`src/hw/lease_pkg.sv`:
```
// ----------------------------------------------------------
// geometry is fixed at 16 lines, 4 ways x 4 sets
// line address = {way, set}, so the set is the low bits
// ----------------------------------------------------------
`default_nettype none

package lease_pkg;

	// cache geometry
	localparam int N_LINES = 16;
	localparam int N_WAYS  = 4;
	localparam int N_SETS  = 4;
	localparam int LINE_BW = 4;            // {way, set}
	localparam int WAY_BW  = 2;
	localparam int SET_BW  = 2;

	// lease lookup table
	localparam int LEASE_BW     = 8;
	localparam int LLT_ENTRIES  = 8;
	localparam int LLT_ENTRY_BW = 3;
	localparam int LLT_ADDR_BW  = LLT_ENTRY_BW + 1;   // msb picks the table
	localparam int REF_ADDR_BW  = 16;                 // word address of the reference

	// backup random victim source, 12 bit
	localparam logic [11:0] LFSR_SEED = 12'hA11;

	// config register map, addressed through llt_addr_i
	localparam logic [LLT_ADDR_BW-1:0] CFG_DEFAULT_LEASE = '0;

	typedef enum logic {
		ST_NORMAL   = 1'b0,
		ST_GEN_ADDR = 1'b1    // one cycle to pick a victim
	} ctrl_state_e;

	typedef enum logic {
		TBL_REF_ADDR = 1'b0,
		TBL_LEASE    = 1'b1
	} llt_table_e;

endpackage

`default_nettype wire
```
`src/hw/lease_cache_policy.sv`:
```
// ----------------------------------------------------------
// wait for done_o after every miss since there is no back-pressure
// config and table writes share llt_addr_i and llt_data_i
// ----------------------------------------------------------
`default_nettype none

module lease_cache_policy (
	input  logic                              clock_i,
	input  logic                              resetn_i,
	input  logic                              con_wren_i,        // config register write
	input  logic                              llt_wren_i,        // lease table write
	input  logic [lease_pkg::LLT_ADDR_BW-1:0] llt_addr_i,
	input  logic [31:0]                       llt_data_i,
	input  logic [lease_pkg::REF_ADDR_BW-1:0] llt_search_addr_i,
	input  logic [lease_pkg::LINE_BW-1:0]     cache_addr_i,
	input  logic                              hit_i,
	input  logic                              miss_i,
	output logic                              done_o,
	output logic [lease_pkg::LINE_BW-1:0]     addr_o,            // victim line
	output logic                              swap_o,
	output logic                              expired_o,
	output logic                              expired_multi_o,
	output logic                              default_o,
	output logic                              rand_evict_o
);

	import lease_pkg::*;

	logic [LEASE_BW-1:0] default_lease_q;
	logic                llt_hit;
	logic [LEASE_BW-1:0] llt_lease;
	logic                dec_all;
	logic                wr;
	logic [LINE_BW-1:0]  wr_line;
	logic [LEASE_BW-1:0] wr_lease;
	logic [N_LINES-1:0]  expired_flags;
	logic                sel;
	logic [SET_BW-1:0]   vs_set;
	logic [WAY_BW-1:0]   vs_way;
	logic                from_expired;
	logic                from_random;
	logic                multi;

	// ----------------------------------------------------------
	// configuration register
	// ----------------------------------------------------------
	always_ff @(posedge clock_i) begin
		if (!resetn_i) begin
			default_lease_q <= '0;
		end else if (con_wren_i && llt_addr_i == CFG_DEFAULT_LEASE) begin
			default_lease_q <= llt_data_i[LEASE_BW-1:0];
		end
	end

	lease_lookup_table u_llt (
		.clock_i(clock_i), .resetn_i(resetn_i), .wren_i(llt_wren_i), .addr_i(llt_addr_i),
		.data_i(llt_data_i), .search_addr_i(llt_search_addr_i), .hit_o(llt_hit), .lease_o(llt_lease)
	);

	lease_register_file u_lrf (
		.clock_i(clock_i), .resetn_i(resetn_i), .dec_all_i(dec_all), .wr_i(wr),
		.wr_line_i(wr_line), .wr_lease_i(wr_lease), .expired_o(expired_flags)
	);

	victim_select u_victim (
		.clock_i(clock_i), .resetn_i(resetn_i), .sel_i(sel), .set_i(vs_set),
		.expired_i(expired_flags), .way_o(vs_way), .from_expired_o(from_expired),
		.from_random_o(from_random), .multi_o(multi)
	);

	lease_controller u_ctrl (
		.clock_i(clock_i), .resetn_i(resetn_i), .hit_i(hit_i), .miss_i(miss_i),
		.cache_addr_i(cache_addr_i), .llt_hit_i(llt_hit), .llt_lease_i(llt_lease),
		.default_lease_i(default_lease_q), .dec_all_o(dec_all), .wr_o(wr), .wr_line_o(wr_line),
		.wr_lease_o(wr_lease), .sel_o(sel), .set_o(vs_set), .way_i(vs_way),
		.from_expired_i(from_expired), .from_random_i(from_random), .multi_i(multi),
		.done_o(done_o), .swap_o(swap_o), .addr_o(addr_o), .expired_o(expired_o),
		.expired_multi_o(expired_multi_o), .default_o(default_o), .rand_evict_o(rand_evict_o)
	);

endmodule

`default_nettype wire

```
`src/hw/lease_controller.sv`:
```
// ----------------------------------------------------------
// hit/miss strobes must not overlap or arrive while a
// victim is being picked; the next hit after an allocating miss is its follow-up
// ----------------------------------------------------------
`default_nettype none

module lease_controller (
	input  logic                           clock_i,
	input  logic                           resetn_i,
	input  logic                           hit_i,
	input  logic                           miss_i,
	input  logic [lease_pkg::LINE_BW-1:0]  cache_addr_i,
	input  logic                           llt_hit_i,
	input  logic [lease_pkg::LEASE_BW-1:0] llt_lease_i,
	input  logic [lease_pkg::LEASE_BW-1:0] default_lease_i,
	output logic                           dec_all_o,
	output logic                           wr_o,
	output logic [lease_pkg::LINE_BW-1:0]  wr_line_o,
	output logic [lease_pkg::LEASE_BW-1:0] wr_lease_o,
	output logic                           sel_o,       // take a victim now
	output logic [lease_pkg::SET_BW-1:0]   set_o,
	input  logic [lease_pkg::WAY_BW-1:0]   way_i,
	input  logic                           from_expired_i,
	input  logic                           from_random_i,
	input  logic                           multi_i,
	output logic                           done_o,
	output logic                           swap_o,
	output logic [lease_pkg::LINE_BW-1:0]  addr_o,
	output logic                           expired_o,
	output logic                           expired_multi_o,
	output logic                           default_o,
	output logic                           rand_evict_o
);

	import lease_pkg::*;

	ctrl_state_e         state_q;
	logic                followup_q;      // next hit only installs saved lease
	logic [LEASE_BW-1:0] saved_lease_q;
	logic [SET_BW-1:0]   set_q;           // set of the allocating miss
	logic [LEASE_BW-1:0] lease_sel;

	assign lease_sel = llt_hit_i ? llt_lease_i : default_lease_i;   // table wins

	// ----------------------------------------------------------
	// register file commands, same cycle as the strobe
	// ----------------------------------------------------------
	always_comb begin
		dec_all_o  = 1'b0;
		wr_o       = 1'b0;
		wr_line_o  = cache_addr_i;
		wr_lease_o = lease_sel;
		if (state_q == ST_NORMAL) begin
			if (hit_i) begin
				wr_o = 1'b1;                        // always renew referenced line
				if (followup_q) wr_lease_o = saved_lease_q;
				else            dec_all_o  = 1'b1;  // miss already aged everyone
			end else if (miss_i) begin
				dec_all_o = 1'b1;
			end
		end
	end

	assign sel_o = (state_q == ST_GEN_ADDR);
	assign set_o = set_q;

	// ----------------------------------------------------------
	// sequencer and result pulses
	// ----------------------------------------------------------
	always_ff @(posedge clock_i) begin
		if (!resetn_i) begin
			state_q         <= ST_NORMAL;
			followup_q      <= 1'b0;
			done_o          <= 1'b0;
			swap_o          <= 1'b0;
			addr_o          <= '0;
			expired_o       <= 1'b0;
			expired_multi_o <= 1'b0;
			default_o       <= 1'b0;
			rand_evict_o    <= 1'b0;
		end else begin
			// pulses fall back by default; addr_o holds
			done_o          <= 1'b0;
			swap_o          <= 1'b0;
			expired_o       <= 1'b0;
			expired_multi_o <= 1'b0;
			default_o       <= 1'b0;
			rand_evict_o    <= 1'b0;
			case (state_q)
				ST_NORMAL: begin
					if (hit_i) begin
						followup_q <= 1'b0;
						default_o  <= !followup_q && !llt_hit_i;
					end else if (miss_i) begin
						default_o <= !llt_hit_i;
						if (lease_sel != '0) begin
							state_q    <= ST_GEN_ADDR;   // line must be allocated
							followup_q <= 1'b1;
						end else begin
							done_o <= 1'b1;              // bypass, swap stays low
						end
					end
				end
				ST_GEN_ADDR: begin
					state_q         <= ST_NORMAL;
					done_o          <= 1'b1;
					swap_o          <= 1'b1;
					addr_o          <= {way_i, set_q};
					expired_o       <= from_expired_i;
					expired_multi_o <= multi_i;
					rand_evict_o    <= from_random_i;
				end
				default: state_q <= ST_NORMAL;
			endcase
		end
	end

	// saved lease and set, only meaningful after an allocating miss
	always_ff @(posedge clock_i) begin
		if (state_q == ST_NORMAL && miss_i && !hit_i) begin
			saved_lease_q <= lease_sel;
			set_q         <= cache_addr_i[SET_BW-1:0];
		end
	end

	a_no_overlap: assert property (@(posedge clock_i) disable iff (!resetn_i)
		!(hit_i && miss_i))
		else $error("hit and miss strobes together");

	// cache side has to wait for done_o
	a_no_strobe_pending: assert property (@(posedge clock_i) disable iff (!resetn_i)
		state_q == ST_GEN_ADDR |-> !(hit_i || miss_i))
		else $error("strobe while replacement address pending");

endmodule

`default_nettype wire

```
`src/hw/victim_select.sv`:
```
// ----------------------------------------------------------
// priority: cold-start pointer, lowest expired way, lfsr
// answer is combinational, state moves only on sel_i
// ----------------------------------------------------------
`default_nettype none

module victim_select (
	input  logic                          clock_i,
	input  logic                          resetn_i,
	input  logic                          sel_i,           // victim taken this cycle
	input  logic [lease_pkg::SET_BW-1:0]  set_i,
	input  logic [lease_pkg::N_LINES-1:0] expired_i,       // indexed by line {way, set}
	output logic [lease_pkg::WAY_BW-1:0]  way_o,
	output logic                          from_expired_o,
	output logic                          from_random_o,
	output logic                          multi_o          // two or more expired in set
);

	import lease_pkg::*;

	logic [WAY_BW-1:0] ptr_q [N_SETS];    // next cold fill way per set
	logic [N_SETS-1:0] full_q;
	logic [11:0]       lfsr_q;

	logic [N_WAYS-1:0] set_exp;           // expired flags of the selected set
	logic [WAY_BW-1:0] exp_way;
	logic              any_exp;
	logic              multi_exp;

	// ----------------------------------------------------------
	// expired-way priority encoder
	// ----------------------------------------------------------
	always_comb begin
		exp_way = '0;
		for (int w = 0; w < N_WAYS; w++) begin
			set_exp[w] = expired_i[{WAY_BW'(w), set_i}];
		end
		for (int w = N_WAYS - 1; w >= 0; w--) begin
			if (set_exp[w]) exp_way = WAY_BW'(w);   // lowest one ends up here
		end
	end

	assign any_exp   = |set_exp;
	assign multi_exp = |(set_exp & (set_exp - 1'b1));  // clears lowest bit, anything left?

	// source mux
	always_comb begin
		way_o          = ptr_q[set_i];
		from_expired_o = 1'b0;
		from_random_o  = 1'b0;
		multi_o        = 1'b0;
		if (full_q[set_i]) begin
			if (any_exp) begin
				way_o          = exp_way;
				from_expired_o = 1'b1;
				multi_o        = multi_exp;
			end else begin
				way_o         = lfsr_q[WAY_BW-1:0];
				from_random_o = 1'b1;
			end
		end
	end

	// ----------------------------------------------------------
	// cold-start pointers and lfsr
	// ----------------------------------------------------------
	always_ff @(posedge clock_i) begin
		if (!resetn_i) begin
			for (int s = 0; s < N_SETS; s++) begin
				ptr_q[s] <= '0;
			end
			full_q <= '0;
			lfsr_q <= LFSR_SEED;
		end else if (sel_i) begin
			if (!full_q[set_i]) begin
				ptr_q[set_i] <= ptr_q[set_i] + 1'b1;
				if (ptr_q[set_i] == WAY_BW'(N_WAYS - 1)) full_q[set_i] <= 1'b1;
			end else if (from_random_o) begin
				// taps 11, 10, 9, 3
				lfsr_q <= {lfsr_q[10:0], lfsr_q[11] ^ lfsr_q[10] ^ lfsr_q[9] ^ lfsr_q[3]};
			end
		end
	end

endmodule

`default_nettype wire

```
`src/hw/lease_register_file.sv`:
```
// ----------------------------------------------------------
// one lease counter per line, all cleared by reset
// a write beats the decrement for its own line
// ----------------------------------------------------------
`default_nettype none

module lease_register_file (
	input  logic                           clock_i,
	input  logic                           resetn_i,
	input  logic                           dec_all_i,    // age every live lease by one
	input  logic                           wr_i,         // renew one line
	input  logic [lease_pkg::LINE_BW-1:0]  wr_line_i,
	input  logic [lease_pkg::LEASE_BW-1:0] wr_lease_i,
	output logic [lease_pkg::N_LINES-1:0]  expired_o     // lease at zero
);

	import lease_pkg::*;

	logic [LEASE_BW-1:0] lease_q [N_LINES];

	// ----------------------------------------------------------
	// counters
	// ----------------------------------------------------------
	always_ff @(posedge clock_i) begin
		if (!resetn_i) begin
			for (int i = 0; i < N_LINES; i++) begin
				lease_q[i] <= '0;        // every line starts expired
			end
		end else begin
			for (int i = 0; i < N_LINES; i++) begin
				if (wr_i && wr_line_i == LINE_BW'(i)) begin
					lease_q[i] <= wr_lease_i;
				end else if (dec_all_i && lease_q[i] != '0) begin
					lease_q[i] <= lease_q[i] - 1'b1;   // saturate at zero
				end
			end
		end
	end

	// ----------------------------------------------------------
	// expired flags
	// ----------------------------------------------------------
	always_comb begin
		for (int i = 0; i < N_LINES; i++) begin
			expired_o[i] = (lease_q[i] == '0);
		end
	end

endmodule

`default_nettype wire

```
`src/hw/lease_lookup_table.sv`:
```
// ----------------------------------------------------------
// entry is valid once its reference address is written
// lowest matching entry wins; the lease must be written too
// ----------------------------------------------------------
`default_nettype none

module lease_lookup_table (
	input  logic                              clock_i,
	input  logic                              resetn_i,
	input  logic                              wren_i,        // single cycle write strobe
	input  logic [lease_pkg::LLT_ADDR_BW-1:0] addr_i,        // {table, entry}
	input  logic [31:0]                       data_i,        // word from software
	input  logic [lease_pkg::REF_ADDR_BW-1:0] search_addr_i,
	output logic                              hit_o,
	output logic [lease_pkg::LEASE_BW-1:0]    lease_o
);

	import lease_pkg::*;

	logic [REF_ADDR_BW-1:0]  ref_addr_q [LLT_ENTRIES];
	logic [LEASE_BW-1:0]     lease_q [LLT_ENTRIES];
	logic [LLT_ENTRIES-1:0]  valid_q;
	logic [LLT_ENTRY_BW-1:0] entry;
	llt_table_e              tbl_sel;

	assign entry   = addr_i[LLT_ENTRY_BW-1:0];
	assign tbl_sel = llt_table_e'(addr_i[LLT_ADDR_BW-1]);

	// table contents
	always_ff @(posedge clock_i) begin
		if (wren_i) begin
			if (tbl_sel == TBL_REF_ADDR) ref_addr_q[entry] <= data_i[REF_ADDR_BW-1:0];
			else                         lease_q[entry]    <= data_i[LEASE_BW-1:0];
		end
	end

	always_ff @(posedge clock_i) begin
		if (!resetn_i) begin
			valid_q <= '0;
		end else if (wren_i && tbl_sel == TBL_REF_ADDR) begin
			valid_q[entry] <= 1'b1;    // ref address write arms the entry
		end
	end

	// parallel compare, walk down so the lowest index is left standing
	always_comb begin
		hit_o   = 1'b0;
		lease_o = '0;
		for (int i = LLT_ENTRIES - 1; i >= 0; i--) begin
			if (valid_q[i] && ref_addr_q[i] == search_addr_i) begin
				hit_o   = 1'b1;
				lease_o = lease_q[i];
			end
		end
	end

	// controller branches on this every strobe
	a_hit_known: assert property (@(posedge clock_i) disable iff (!resetn_i)
		!$isunknown(hit_o))
		else $error("lease table hit flag is unknown");

endmodule

`default_nettype wire

```
`config.mk`:
```
export PLATFORM = sky130hd
export DESIGN_NAME = lease_cache_policy
export DESIGN_NICKNAME = d
export VERILOG_FILES = /design/src/hw/lease_pkg.sv /design/src/hw/lease_cache_policy.sv /design/src/hw/lease_controller.sv /design/src/hw/victim_select.sv /design/src/hw/lease_register_file.sv /design/src/hw/lease_lookup_table.sv
export SDC_FILE = /design/constraint.sdc
export NUM_CORES = 1
export LEC_CHECK = 0
export BUFFER_PORTS_ARGS = -buffer_cell sky130_fd_sc_hd__buf_2
export CORE_MARGIN = 1.5
export CORE_UTILIZATION = 40
export CTS_BUF_LIST = sky130_fd_sc_hd__clkbuf_8
export CTS_CLUSTER_SIZE = 25
export DETAILED_ROUTE_END_ITERATION = 7
export SKIP_CTS_REPAIR_TIMING = 1
export SLEW_MARGIN = 20
export SYNTH_ARGS = -nofsm -noshare
export SYNTH_HDL_FRONTEND = slang
export SYNTH_SLANG_ARGS = --single-unit
```
`constraint.sdc`:
```
create_clock -name clock_i -period 6.2 [get_ports clock_i]
set_input_delay 0.93 -clock clock_i [delete_from_list [all_inputs] [get_ports clock_i]]
set_output_delay 0.93 -clock clock_i [all_outputs]
set_load 0.005 [all_outputs]
```
==> results.py <==
metrics = {
    "status": {
        "status": "finished with violations",
        "failed_checks": "DRC",
    },
    "yosys": {
        "syn-num-nets": 1680,
        "ys_seq_elements": 384,
        "ys.flop_type": "edfxtp_1",
        "ys_async_sr_fraction": 0,
        "syn_inst": 1597,
        "synth_edf_count": 338,
        "ys_seq_area_frac": 0.583,
        "yosysUniqueCellTypes": 79,
        "yosysWarnings": 0,
        "synth_area_um2": 19000,
        "syn_area_per_cell_um2": 11.9,
    },
    "placement": {
        "dpl.hpwl_mm": 29.4,
        "dpl.cell_count": 2195,
        "gp_congestion": 0.842,
        "numPortBuffers": 55,
    },
    "pwr": {
        "power.leakage_nw": 7.99,
        "pwr_density_cell_nw_per_um2": 293,
        "ir_worst_vdd_mv": 0.203,
    },
    "clocking": {
        "clockBufferDepth": 3,
        "cts_buffers": 72,
        "clk_latency_ns": 0.64,
        "htree_levels": 3,
        "cts_tree": "done",
        "clock-sinks": 384,
        "cts_root_buf": "clkbuf_8",
        "path_clk_slew_ns": 0.05,
    },
    "global_route": {
        "grt_overflow": 0,
        "grtUsageMet2": 0.306,
        "track_usage": 0.188,
        "top_usage_layer": "met2",
        "grt_use_met3": 0.0357,
        "grt_util_met1": 0.247,
        "grt_pass1_wl_mm": 71.2,
        "antenna_found_initial": 0,
        "grt_pass1_vias": 12584,
        "grt_start_max_net_pins": 76,
    },
    "cells_and_area": {
        "fin_cells": 2324,
        "areaGrowthSynthToFinish_pct": 11.0,
        "fillers": 4343,
        "nets": 1745,
        "multi_input_area_um2": 7380,
        "layout_commonest_cell": "edfxtp_1",
        "regArea_um2": 11100,
        "drive_gt1_frac": 0.121,
        "final_cell_mix": "edfxtp_1, nand2_1, nor2_1, xor2_1, xnor2_1",
        "num_antenna_cells": 0,
    },
    "setup_path": {
        "start_kind": "input port",
        "cp_data_arrival_time_ns": 4.69,
        "timing.rr.end": "u_lrf.lease_q[0][28]",
        "end_kind": "flip-flop",
        "critPathKind": "in -> reg",
        "r2r_setup_slack_ns": 2.10,
        "rr_worst_depth": 10,
        "crit_required_ns": 6.65,
        "worstPathMaxFanout": 10,
        "reg2reg_from": "u_llt.ref_addr_q[6][15]",
    },
    "timing": {
        "rsz0062_at_grt": "no",
        "slew_headroom": 0.308,
        "hold_slack_ns": 0.459,
        "timing.fmax_ghz": 0.236,
        "finalSetupTns_ns": 0,
        "tightestPinTransition_ns": 1.03,
        "finalCritPeriodShare": 0.684,
        "drv_slew": 0,
        "setup_viol": 0,
        "finalClockSkew_ns": 0.0204,
        "hold_violations": 0,
        "period_minus_slack_ns": 4.24,
    },
    "worst_hold_path": {
        "hold_start": "u_victim.full_q[2]",
        "min-delay-path-class": "reg -> reg",
        "holdPathEnd": "u_victim.full_q[2]",
        "hold_depth": 1,
    },
    "drt": {
        "wirelength_mm": 45.4,
        "viasPerCell": 5.40,
        "drc": 2,
        "firstDrtPassIters": 8,
        "wl_per_cell_um": 19.6,
        "final_antenna_net_count": 0,
        "drt-initial-drc-count": 900,
        "vias": 12547,
    },
    "floorplanning": {
        "rows": 79,
        "core_um2": 46800,
        "die_w_um": 221,
        "design.die.area_um2": 48800,
        "initial_core_util": 0.406,
        "ios": 72,
        "die_h_um": 221,
    },
    "job": {
        "drv_cap": 0,
    },
}
-- metrics by stage --
stage / utilization / area (µm²) / setup WS, ns / power, mW
global route: 0.451 / 21100 / 1.65 / 6.48
floorplan: - / 19000 / 2.47 / 3.76
finish: 0.451 / 21100 / 1.96 / 6.18
CTS: 0.451 / 21100 / 1.90 / 6.25
detailed placement: 0.423 / 19800 / 1.20 / 3.96
global placement: 0.423 / 19800 / 1.31 / 3.94
-- worst max path at each step --
| stage | slack (ns) | from | to | cells after the start |
|---|---|---|---|---|
| global route | 1.65 | llt_search_addr_i[15] | u_lrf.lease_q[0][20] | 11 |
| detailed placement | 1.20 | llt_search_addr_i[15] | u_lrf.lease_q[1][4] | 11 |
| finish | 1.96 | llt_search_addr_i[15] | u_lrf.lease_q[0][28] | 11 |
| floorplan | 2.47 | llt_search_addr_i[3] | u_ctrl.followup_q | 12 |
| global placement | 1.31 | llt_search_addr_i[15] | u_lrf.lease_q[0][60] | 11 |
| CTS | 1.90 | llt_search_addr_i[15] | u_lrf.lease_q[0][28] | 11 |
-- state kept, by name, indices dropped and copies added, names as in the netlist, 4 cells and up, named ones only --
signal                count
u_llt.lease_q            64
u_victim.full_q           4
u_lrf.lease_q           128
u_ctrl.addr_o             4
u_ctrl.saved_lease_q      8
default_lease_q           8
u_victim.ptr_q            8
u_llt.ref_addr_q        128
u_victim.lfsr_q          12
u_llt.valid_q             8
-- synthesized netlist by cell type, drive strengths merged, types with 18 or more instances --
cell,number,share of area
o21ai,18,0.0049
inv,45,0.0089
mux2i,29,0.015
and3,27,0.0090
nand3,50,0.013
nor4,19,0.0077
clkbuf,45,0.0099
nand2,162,0.032
xnor2,94,0.045
nor3,54,0.015
nor2,136,0.027
o22ai,33,0.011
or3,25,0.0082
a211oi,48,0.019
o211a,30,0.016
edfxtp,338,0.53
nor2b,23,0.0076
and2,24,0.0080
xor2,126,0.059
ha,21,0.014
dfxtp,46,0.048
nand2b,23,0.0076
buf,34,0.011
-- metal layers --
layer / vias to the layer above / part of all wire
met5: - / 0
met2: 345 / 0.47
li1: 5980 / -
met1: 6129 / 0.45
met3: 93 / 0.051
met4: 0 / 0.029
-- report_power, final --
group          internal (mW)  leakage, nW  switching, mW
clock network           1.17        0.777           1.09
registers               3.01         3.68          0.114
logic                  0.319         3.54          0.479
-- layout make-up --
cell class | count | share of cell area
flip-flops and latches | 384 | 0.525
multi-input cells | 1088 | 0.350
clock buffers | 79 | 0.0516
well taps | 607 | 0.0360
repair buffers | 70 | 0.0185
clock inverters | 50 | 0.0106
inverters | 46 | 0.00819
-- critical path: stages --
cell	delay [ns]
buf_2	0.19
xor2_1	0.19
nor4_1	0.69
nand3_1	0.28
nor2_2	0.32
a31oi_1	0.15
a311oi_1	0.46
o21ai_1	0.22
a31oi_2	0.64
inv_2	0.31
a211oi_1	0.29
-- cell families after synthesis --
group / after synthesis / synth area share
mux: 42 / 0.0271
fa+ha+maj: 21 / 0.0138
simple gates: 585 / 0.153
buf+inv: 125 / 0.0302
compound gates: 220 / 0.0884
flops: 384 / 0.583
xor+xnor: 220 / 0.105
Note: power is estimated with default switching activity, not from simulation.
